**config.mk**
```make
export PLATFORM = sky130hd
export DESIGN_NAME = sram_controller
export DESIGN_NICKNAME = d
export VERILOG_FILES = /design/src/rtl/stream_pkg.sv /design/src/rtl/sram_controller.sv /design/src/rtl/sram_channel_unit.sv /design/src/rtl/latency_bridge.sv /design/src/rtl/alloc_tracker.sv /design/src/rtl/sram_channel_fifo.sv
export SDC_FILE = /design/constraint.sdc
export NUM_CORES = 2
export LEC_CHECK = 0
export BUFFER_PORTS_ARGS = -buffer_cell sky130_fd_sc_hd__clkbuf_2
export CORE_MARGIN = 1.5
export CORE_UTILIZATION = 55
export DETAILED_ROUTE_END_ITERATION = 7
export GPL_TIMING_DRIVEN = 0
export PLACE_DENSITY = 0.7
export SYNTH_ARGS = -nofsm -noshare
export SYNTH_HDL_FRONTEND = slang
export SYNTH_SLANG_ARGS = --single-unit
```
**constraint.sdc**
```tcl
create_clock -name clk -period 5.1 [get_ports clk]
set_input_delay 0.51 -clock clk [delete_from_list [all_inputs] [get_ports clk]]
set_output_delay 0.51 -clock clk [all_outputs]
set_load 0.005 [all_outputs]
```
**src/rtl/stream_pkg.sv**
```systemverilog
// ================================================
// Shared sizes of the stream buffer controller
// Channel count, beat width, depth and count widths
// ================================================

`default_nettype none

package stream_pkg;

    // ================================================
    // Channel layout
    // ================================================
    localparam int num_channels  = 4;                        // Independent buffers
    localparam int chan_id_width = 2;                        // Covers every channel id

    // ================================================
    // Storage
    // ================================================
    localparam int data_width    = 32;                       // One beat
    localparam int sram_depth    = 16;                       // Words per channel
    localparam int count_width   = $clog2(sram_depth) + 1;   // Holds 0..sram_depth

    // Burst size carried by allocation and drain requests
    localparam int size_width    = 8;

endpackage : stream_pkg

`default_nettype wire
```
**src/rtl/sram_controller.sv**
```systemverilog
// ================================================
// Stream buffer controller top level
// Id decode, ready and data muxes, channel array
// ================================================

`timescale 1ns/1ps
`default_nettype none

module sram_controller (
    input  logic                                                       clk,
    input  logic                                                       reset,

    // ================================================
    // Write side, from the read engine
    // ================================================
    input  logic                                                       wr_valid,
    input  logic [stream_pkg::chan_id_width-1:0]                       wr_id,
    input  logic [stream_pkg::data_width-1:0]                          wr_data,   // Shared
    output logic                                                       wr_ready,  // Of wr_id

    // Space reservation
    input  logic                                                       alloc_req,
    input  logic [stream_pkg::chan_id_width-1:0]                       alloc_id,
    input  logic [stream_pkg::size_width-1:0]                          alloc_size,
    output logic [stream_pkg::num_channels-1:0][stream_pkg::count_width-1:0] space_free,

    // Data reservation, one request per channel
    input  logic [stream_pkg::num_channels-1:0]                        drain_req,
    input  logic [stream_pkg::num_channels-1:0][stream_pkg::size_width-1:0]  drain_size,
    output logic [stream_pkg::num_channels-1:0][stream_pkg::count_width-1:0] data_avail,

    // ================================================
    // Read side, toward the write engine
    // ================================================
    input  logic                                                       rd_drain,
    input  logic [stream_pkg::chan_id_width-1:0]                       rd_id,
    output logic [stream_pkg::num_channels-1:0]                        rd_valid,
    output logic [stream_pkg::data_width-1:0]                          rd_data    // Of rd_id
);

    import stream_pkg::*;

    logic [num_channels-1:0]                 wr_valid_sel;   // One-hot write strobe
    logic [num_channels-1:0]                 alloc_req_sel;  // One-hot allocation strobe
    logic [num_channels-1:0]                 rd_drain_sel;   // One-hot drain strobe
    logic [num_channels-1:0]                 chan_ready;
    logic [num_channels-1:0][data_width-1:0] chan_rd_data;

    // ================================================
    // Id decode
    // ================================================
    // Every two-bit id names a channel, no range check needed
    always_comb begin
        wr_valid_sel  = '0;
        alloc_req_sel = '0;
        rd_drain_sel  = '0;
        wr_valid_sel[wr_id]     = wr_valid;
        alloc_req_sel[alloc_id] = alloc_req;
        rd_drain_sel[rd_id]     = rd_drain;
    end

    // Muxes back to the shared ports
    assign wr_ready = chan_ready[wr_id];
    assign rd_data  = chan_rd_data[rd_id];   // Bridge register of rd_id

    // ================================================
    // Channel array
    // ================================================
    for (genvar i = 0; i < num_channels; i++) begin : gen_channel
        sram_channel_unit u_unit (
            .clk        (clk),
            .reset      (reset),
            .wr_valid   (wr_valid_sel[i]),
            .wr_ready   (chan_ready[i]),
            .wr_data    (wr_data),
            .alloc_req  (alloc_req_sel[i]),
            .alloc_size (alloc_size),         // Same size seen by all
            .space_free (space_free[i]),
            .drain_req  (drain_req[i]),
            .drain_size (drain_size[i]),
            .data_avail (data_avail[i]),
            .rd_drain   (rd_drain_sel[i]),
            .rd_valid   (rd_valid[i]),
            .rd_data    (chan_rd_data[i])
        );
    end

endmodule : sram_controller

`default_nettype wire

```
**src/rtl/sram_channel_unit.sv**
```systemverilog
// ================================================
// One buffer channel
// Tracker, FIFO memory and latency bridge
// ================================================

`timescale 1ns/1ps
`default_nettype none

module sram_channel_unit (
    input  logic                                clk,
    input  logic                                reset,
    // Fill side
    input  logic                                wr_valid,
    output logic                                wr_ready,
    input  logic [stream_pkg::data_width-1:0]   wr_data,
    // Space reservation
    input  logic                                alloc_req,
    input  logic [stream_pkg::size_width-1:0]   alloc_size,
    output logic [stream_pkg::count_width-1:0]  space_free,
    // Data reservation
    input  logic                                drain_req,
    input  logic [stream_pkg::size_width-1:0]   drain_size,
    output logic [stream_pkg::count_width-1:0]  data_avail,
    // Drain side
    input  logic                                rd_drain,
    output logic                                rd_valid,
    output logic [stream_pkg::data_width-1:0]   rd_data
);

    import stream_pkg::*;

    logic                  wr_fire;        // Accepted write beat
    logic                  pop_fire;       // Accepted drain
    logic                  fifo_rd_en;
    logic                  fifo_empty;
    logic [data_width-1:0] fifo_rd_data;

    assign wr_fire  = wr_valid && wr_ready;
    assign pop_fire = rd_drain && rd_valid;   // Drain with no data is ignored

    // ================================================
    // Counters and flow control
    // ================================================
    alloc_tracker u_tracker (
        .clk        (clk),
        .reset      (reset),
        .wr_fire    (wr_fire),
        .pop_fire   (pop_fire),
        .alloc_req  (alloc_req),
        .alloc_size (alloc_size),
        .drain_req  (drain_req),
        .drain_size (drain_size),
        .ready      (wr_ready),
        .space_free (space_free),
        .data_avail (data_avail)
    );

    // Storage
    sram_channel_fifo u_fifo (
        .clk     (clk),
        .reset   (reset),
        .wr_en   (wr_fire),
        .wr_data (wr_data),
        .rd_en   (fifo_rd_en),
        .rd_data (fifo_rd_data),
        .empty   (fifo_empty)
    );

    // Head register toward the consumer
    latency_bridge u_bridge (
        .clk          (clk),
        .reset        (reset),
        .fifo_empty   (fifo_empty),
        .fifo_rd_en   (fifo_rd_en),
        .fifo_rd_data (fifo_rd_data),
        .pop          (pop_fire),
        .out_valid    (rd_valid),
        .out_data     (rd_data)
    );

endmodule : sram_channel_unit

`default_nettype wire

```
**src/rtl/latency_bridge.sv**
```systemverilog
// ================================================
// Latency bridge between FIFO and consumer
// Keeps the head word in an output register
// ================================================

`timescale 1ns/1ps
`default_nettype none

module latency_bridge (
    input  logic                                clk,
    input  logic                                reset,
    input  logic                                fifo_empty,
    output logic                                fifo_rd_en,    // Fetch next word
    input  logic [stream_pkg::data_width-1:0]   fifo_rd_data,  // One cycle after fifo_rd_en
    input  logic                                pop,           // Consumer takes out_data
    output logic                                out_valid,
    output logic [stream_pkg::data_width-1:0]   out_data
);

    import stream_pkg::*;

    // ================================================
    // State
    // ================================================
    typedef enum logic [1:0] {
        idle     = 2'd0,   // Register empty, nothing fetched
        fetching = 2'd1,   // Register empty, fetch returning
        holding  = 2'd2    // Register full
    } bridge_state_t;

    bridge_state_t state;
    bridge_state_t state_next;
    logic          rd_pending;   // FIFO read port holds a word not yet loaded
    logic          load;         // Move read port word into out_data

    assign out_valid = (state == holding);

    // Load when a word is waiting and the register is or becomes free
    assign load = rd_pending && ((state != holding) || pop);

    // Fetch while the read port word is free or leaving this cycle
    // Allows one fetch ahead of a full register
    assign fifo_rd_en = !fifo_empty && (!rd_pending || load);

    // Next state logic
    always_comb begin
        state_next = state;
        case (state)
            idle: begin
                if (fifo_rd_en) begin
                    state_next = fetching;
                end
            end
            fetching: begin
                state_next = holding;   // Data returns, always loads
            end
            holding: begin
                if (pop && !load) begin
                    // Register empties; a new fetch may start now
                    state_next = fifo_rd_en ? fetching : idle;
                end
            end
            default: state_next = idle;
        endcase
    end

    // ================================================
    // Registers
    // ================================================
    always_ff @(posedge clk) begin
        if (reset) begin
            state      <= idle;
            rd_pending <= 1'b0;
        end else begin
            state      <= state_next;
            rd_pending <= fifo_rd_en || (rd_pending && !load);
        end
    end

    // Output data register
    always_ff @(posedge clk) begin
        if (load) begin
            out_data <= fifo_rd_data;
        end
    end

endmodule : latency_bridge

`default_nettype wire

```
**src/rtl/alloc_tracker.sv**
```systemverilog
// ================================================
// Allocation tracker for one channel
// Stored words, space and drain reservations
// ================================================

`timescale 1ns/1ps
`default_nettype none

module alloc_tracker (
    input  logic                                clk,
    input  logic                                reset,
    input  logic                                wr_fire,      // Beat accepted into channel
    input  logic                                pop_fire,     // Beat drained from bridge
    input  logic                                alloc_req,    // Space reservation strobe
    input  logic [stream_pkg::size_width-1:0]   alloc_size,
    input  logic                                drain_req,    // Data reservation strobe
    input  logic [stream_pkg::size_width-1:0]   drain_size,
    output logic                                ready,        // Room for another beat
    output logic [stream_pkg::count_width-1:0]  space_free,
    output logic [stream_pkg::count_width-1:0]  data_avail
);

    import stream_pkg::*;

    // ================================================
    // Counters
    // ================================================
    logic [count_width-1:0] stored_cnt;    // FIFO plus bridge contents
    logic [count_width-1:0] space_rsv;     // Open space reservations
    logic [count_width-1:0] drain_rsv;     // Open drain reservations

    logic                   alloc_grant;
    logic                   drain_grant;
    logic [count_width-1:0] space_rsv_sum; // After this cycle's grant
    logic [count_width-1:0] drain_rsv_sum;

    // Reported values all come from the registered counters
    assign space_free = count_width'(sram_depth) - stored_cnt - space_rsv;
    assign data_avail = stored_cnt - drain_rsv;
    assign ready      = (stored_cnt < count_width'(sram_depth));

    // A request fits only within the current report
    assign alloc_grant = alloc_req && (alloc_size <= size_width'(space_free));
    assign drain_grant = drain_req && (drain_size <= size_width'(data_avail));

    // Granted sizes never exceed sram_depth, so truncation is exact
    assign space_rsv_sum = space_rsv + (alloc_grant ? count_width'(alloc_size) : '0);
    assign drain_rsv_sum = drain_rsv + (drain_grant ? count_width'(drain_size) : '0);

    // ================================================
    // Stored word count
    // ================================================
    always_ff @(posedge clk) begin
        if (reset) begin
            stored_cnt <= '0;
        end else begin
            case ({wr_fire, pop_fire})
                2'b10:   stored_cnt <= stored_cnt + 1'b1;
                2'b01:   stored_cnt <= stored_cnt - 1'b1;
                default: stored_cnt <= stored_cnt;   // Both or neither
            endcase
        end
    end

    // ================================================
    // Reservations
    // ================================================
    // Each write consumes one reserved slot, floor at zero
    // A grant in the same cycle is consumed first, keeping free space >= 0
    always_ff @(posedge clk) begin
        if (reset) begin
            space_rsv <= '0;
        end else if (wr_fire && (space_rsv_sum != '0)) begin
            space_rsv <= space_rsv_sum - 1'b1;
        end else begin
            space_rsv <= space_rsv_sum;
        end
    end

    // Each drain consumes one reserved word, floor at zero
    always_ff @(posedge clk) begin
        if (reset) begin
            drain_rsv <= '0;
        end else if (pop_fire && (drain_rsv_sum != '0)) begin
            drain_rsv <= drain_rsv_sum - 1'b1;
        end else begin
            drain_rsv <= drain_rsv_sum;
        end
    end

endmodule : alloc_tracker

`default_nettype wire

```
**src/rtl/sram_channel_fifo.sv**
```systemverilog
// ================================================
// Per-channel FIFO memory
// Circular buffer with a registered read port
// ================================================

`timescale 1ns/1ps
`default_nettype none

module sram_channel_fifo (
    input  logic                                clk,
    input  logic                                reset,
    input  logic                                wr_en,     // Push one beat
    input  logic [stream_pkg::data_width-1:0]   wr_data,
    input  logic                                rd_en,     // Fetch head into rd_data
    output logic [stream_pkg::data_width-1:0]   rd_data,   // Valid the cycle after rd_en
    output logic                                empty
);

    import stream_pkg::*;

    // ================================================
    // Storage and pointers
    // ================================================
    // Top pointer bit is the wrap bit, the rest is the address
    logic [data_width-1:0]  mem [sram_depth];
    logic [count_width-1:0] wr_ptr;
    logic [count_width-1:0] rd_ptr;

    // Same address and same wrap means nothing stored
    assign empty = (wr_ptr == rd_ptr);

    // Pointer update
    always_ff @(posedge clk) begin
        if (reset) begin
            wr_ptr <= '0;
            rd_ptr <= '0;
        end else begin
            if (wr_en) begin
                wr_ptr <= wr_ptr + 1'b1;   // Wraps naturally at 2*depth
            end
            if (rd_en) begin
                rd_ptr <= rd_ptr + 1'b1;
            end
        end
    end

    // Write port
    // Overflow is ruled out upstream by the tracker's stored count
    always_ff @(posedge clk) begin
        if (wr_en) begin
            mem[wr_ptr[count_width-2:0]] <= wr_data;
        end
    end

    // Registered read port
    always_ff @(posedge clk) begin
        if (rd_en) begin
            rd_data <= mem[rd_ptr[count_width-2:0]];   // One cycle latency
        end
    end

endmodule : sram_channel_fifo

`default_nettype wire

```
==> out/qor.txt <==
WORST SETUP PATH
---------------------------------------------------------------------------
CP Launch Type ...............................................    flip-flop
Endpoint type of the worst setup path ........................    flip-flop
Critical Path Fanout Max .....................................            5
Critical Path RT .............................................      5.79 ns
Data arrival time of the critical path .......................      5.52 ns
Path type of the worst setup path ............................ flip-flop to flip-flop

GLOBAL ROUTE
---------------------------------------------------------------------------
Initial antenna violation count ..............................            9
Global-route wire length before repair .......................    332000 um
Total grt overflow ...........................................            0
Overall fraction of global-route tracks in use ...............        26.9%
Pin count of the biggest net entering global routing .........           65
Number of global-route vias before repair ....................        46700

YOSYS
---------------------------------------------------------------------------
Cell count after synthesis ...................................         4423
FF+latch count, synth ........................................         2416
Main synth FF type ........................................... sky130_fd_sc_hd__edfxtp_1
Total nets after synthesis ...................................         4698
Synthesized cell area ........................................    95400 um2
Proportion of synthesized chip area in sequential cells ......        74.9%
Post-synth ARST share ........................................           0%
Synth warnings ...............................................            0
Mean instance size in the synthesized netlist ................     21.6 um2
Biggest area contributors in the synthesized netlist ......... sky130_fd_sc_hd__edfxtp_1 (73%), sky130_fd_sc_hd__mux4_2 (16%), sky130_fd_sc_hd__dfxtp_1 (2.4%)
Top-area cell type share of the netlist area .................        72.6%
Number of library cell types mapped by synthesis .............           65
EDFF count, synth ............................................         2304
Leading area contributor after synthesis ..................... sky130_fd_sc_hd__edfxtp_1

FLOORPLAN
---------------------------------------------------------------------------
Site row count ...............................................          152
Total Die Area ...............................................   176000 um2
Vertical extent of the die ...................................       419 um
Die Wd .......................................................       419 um
Number of placed I/O pins ....................................          164
Placeable core region ........................................   172000 um2
Initial core utilization .....................................        55.5%

FINISH
---------------------------------------------------------------------------
Most frequent cells in the layout ............................ sky130_fd_sc_hd__edfxtp_1 (2304), sky130_fd_sc_hd__mux4_2 (673), sky130_fd_sc_hd__clkbuf_16 (226)
Most common cell after layout, fill and taps aside ........... sky130_fd_sc_hd__edfxtp_1
Fraction of final layout cells sized beyond drive strength 1 .        28.5%
Number of nets in the finished design ........................         5222
Fillers ......................................................        11300
Area Growth Syn to Fin .......................................        14.5%

PLACEMENT
---------------------------------------------------------------------------
Detailed placement HPWL ......................................    150000 um
Port-buffer cells ............................................          162
Final Wtd Congestion .........................................        0.832
Worst setup slack after placement ............................    -0.181 ns

STATUS
---------------------------------------------------------------------------
Status ....................................................... finished clean

POWER AND IR DROP
---------------------------------------------------------------------------
Leakage dissipation ..........................................      34.8 nW
Maximum vdd ir drop ..........................................   0.000409 V
Overall power after layout ...................................      49.8 mW
Net Switching ................................................      13.2 mW
Sw frac ......................................................        26.6%
Comb power frac ..............................................        19.1%
P per Cell Area ..............................................   456 nW/um2
Sequential power share .......................................        48.1%
Cell Int Power ...............................................      36.5 mW
Relative contribution of the clock network to total power ....        32.8%

STA
---------------------------------------------------------------------------
Relative slew slack ..........................................        9.89%
Largest clock skew in the final design .......................    0.0226 ns
Worst hold slack across all endpoints ........................    0.0473 ns
Final setup slack of the worst path ..........................     0.267 ns
Time the final worst path needs with I/O delays and setup ....      4.83 ns
Worst-Margin Slew ............................................      1.35 ns
Count of final max-slew check failures .......................            0
Part of the cycle the worst path needs .......................        94.8%
Highest Clock Rate ...........................................      207 MHz
Number of hold-slack violations in the final timing report ...            0
Unrepaired setup endpoints after global routing ..............         true
Total negative slack for setup checks ........................         0 ns
Final setup violation count ..................................            0

CTS
---------------------------------------------------------------------------
CTS clock-pin slew for the worst setup and hold paths ........      0.06 ns
Number of levels in the clock H-tree .........................            4
CTS tree .....................................................        built
Clock latency at the later pin of the worst-skew pair ........      0.87 ns
Deepest clock path buffer count ..............................            3
Count of clock tree sinks ....................................         2416
Cts bufs inserted ............................................          225
CTS Root Cell ................................................ sky130_fd_sc_hd__clkbuf_16

ROUTING
---------------------------------------------------------------------------
Average vias per placed instance .............................         6.29
DR vias ......................................................        46900
Remaining routing DRC violations .............................            0
Routed Wire Length ...........................................    233000 um
TritonRoute pass-1 iters .....................................            7
Antenna Violating Nets Remaining .............................            0
Routed length per placed instance ............................      31.3 um
Initial DRC Count ............................................         6151

RUN
---------------------------------------------------------------------------
Count of max-cap constraint violations .......................            0

MIN PATH
---------------------------------------------------------------------------
Kind of path behind the tightest hold check .................. primary input to flip-flop

power groups by stage:
| stage | Sequential [mW] | Clock [mW] | Combinational [mW] |
|---|---|---|---|
| floorplan | 23.7 | 0 | 6.25 |
| global placement | 24.5 | 0 | 9.04 |
| detailed placement | 24.4 | 0 | 9.44 |
| CTS | 24.0 | 16.5 | 9.51 |
| global route | 24.0 | 17.2 | 10.1 |
| finish | 23.9 | 16.3 | 9.51 |
path summary, 6_finish.rpt:
| path | start | to | slack, ns | cells past startpoint |
|---|---|---|---|---|
| min | wr_data[23] | gen_channel[1].u_unit.u_fifo.mem[4][23] | 0.05 | 1 |
| max reg2reg | gen_channel[0].u_unit.u_tracker.stored_cnt[0] | gen_channel[0].u_unit.u_tracker.drain_rsv[0] | 0.27 | 21 |
| min reg2reg | gen_channel[3].u_unit.u_fifo.rd_data[2] | gen_channel[3].u_unit.u_bridge.out_data[2] | 0.41 | 0 |
| max | gen_channel[0].u_unit.u_tracker.stored_cnt[0] | gen_channel[0].u_unit.u_tracker.drain_rsv[0] | 0.27 | 21 |
Yosys cell counts, types with 9 or more instances:
cell type / count
sky130_fd_sc_hd__ha_1: 168
sky130_fd_sc_hd__buf_2: 47
sky130_fd_sc_hd__nor2b_1: 13
sky130_fd_sc_hd__dfxtp_1: 112
sky130_fd_sc_hd__a21oi_1: 97
sky130_fd_sc_hd__o21ai_0: 22
sky130_fd_sc_hd__a21o_1: 43
sky130_fd_sc_hd__buf_1: 29
sky130_fd_sc_hd__o31ai_1: 9
sky130_fd_sc_hd__fa_1: 20
sky130_fd_sc_hd__nor4_1: 16
sky130_fd_sc_hd__mux4_2: 673
sky130_fd_sc_hd__o211ai_1: 9
sky130_fd_sc_hd__nand4_1: 22
sky130_fd_sc_hd__a211oi_1: 12
sky130_fd_sc_hd__nand2b_1: 23
sky130_fd_sc_hd__edfxtp_1: 2304
sky130_fd_sc_hd__or3_1: 13
sky130_fd_sc_hd__xor2_1: 70
sky130_fd_sc_hd__nor2_1: 139
sky130_fd_sc_hd__clkbuf_1: 112
sky130_fd_sc_hd__mux2i_1: 16
sky130_fd_sc_hd__inv_1: 147
sky130_fd_sc_hd__nand2_1: 89
sky130_fd_sc_hd__and2_1: 32
sky130_fd_sc_hd__xnor2_1: 58
sky130_fd_sc_hd__nor3_1: 41
sky130_fd_sc_hd__nand3_1: 14
flip-flops by register name, summed over array words and instances (netlist names):
register / count
gen_channel.u_unit.u_fifo.rd_ptr: 20
gen_channel.u_unit.u_tracker.space_rsv: 20
gen_channel.u_unit.u_bridge.rd_pending: 4
gen_channel.u_unit.u_fifo.rd_data: 128
gen_channel.u_unit.u_bridge.out_data: 128
gen_channel.u_unit.u_tracker.drain_rsv: 20
gen_channel.u_unit.u_fifo.mem: 2048
gen_channel.u_unit.u_bridge.state: 8
gen_channel.u_unit.u_tracker.stored_cnt: 20
gen_channel.u_unit.u_fifo.wr_ptr: 20
cells by family (layout without fill, tap and decap cells):
logic type / Yosys count / count (layout) / synth area share (%)
DFF: 2416 / 2416 / 74.9
muxes: 690 / 690 / 16.1
buffers and inverters: 342 / 1057 / 1.43
and+or+nand+nor: 437 / 437 / 2.30
adders and majority gates: 188 / 188 / 2.62
AOI/OAI and AO/OA: 222 / 222 / 1.48
other: 0 / 1 / 0
xor gates and xnor gates: 128 / 128 / 1.18
critical path, stage by stage, from the launching register on:
cell and delay [ns]:
sky130_fd_sc_hd__dfxtp_1 0.34, sky130_fd_sc_hd__inv_2 0.12, sky130_fd_sc_hd__ha_1 0.16, sky130_fd_sc_hd__inv_1 0.06, sky130_fd_sc_hd__fa_1 0.40, sky130_fd_sc_hd__a21o_1 0.17
sky130_fd_sc_hd__a21oi_1 0.16, sky130_fd_sc_hd__xor2_1 0.24, sky130_fd_sc_hd__ha_1 0.29, sky130_fd_sc_hd__mux2i_1 0.13, sky130_fd_sc_hd__a21oi_2 0.21, sky130_fd_sc_hd__nor4_4 0.08
sky130_fd_sc_hd__and2_1 0.16, sky130_fd_sc_hd__ha_1 0.21, sky130_fd_sc_hd__fa_1 0.43, sky130_fd_sc_hd__a21o_1 0.19, sky130_fd_sc_hd__a21oi_1 0.17, sky130_fd_sc_hd__xor2_1 0.13
sky130_fd_sc_hd__or4b_1 0.50, sky130_fd_sc_hd__o21ai_2 0.14, sky130_fd_sc_hd__mux2i_1 0.22, sky130_fd_sc_hd__o311ai_0 0.16
per-stage QoR:
stage	utilization (%)	instance area (um2)	std cells
3_3_place_gp	57.6	99100	6895
6_report	63.5	109000	7449
3_5_place_dp	59.0	101000	7004
4_1_cts	63.1	109000	7422
5_1_grt	63.5	109000	7448
2_1_floorplan	-	95400	4423
per-layer routing:
metal | global-route usage [%] | share of wire (%) | vias up
li1 | - | - | 19300
met1 | 37.9 | 39 | 24800
met2 | 43.2 | 49 | 2399
met3 | 4.46 | 9.0 | 380
met4 | 8.97 | 3.3 | 2
met5 | 0 | 0.0056 | -
final cells by class:
cell class                      count  area, um2  area share (%)
Sequential cell                  2416      71400            65.4
Inverter                          148        556           0.509
Clock buffer                      271       5840            5.35
Multi-Input combinational cell   1665      23200            21.3
Antenna cell                        1       2.50         0.00229
Tap cell                         2310       2890            2.65
Clock inverter                    147       1310            1.20
Timing Repair Buffer              297       3120            2.86
Buffer                            194        807           0.739
timing repair:
item	in CTS	in global routing
resized for setup	3	27
hold buffers	0	0
pin swaps	0	2
endpoints found under the setup margin	4	26
setup buffers	0	4
Power figures use the tool's default switching activity.
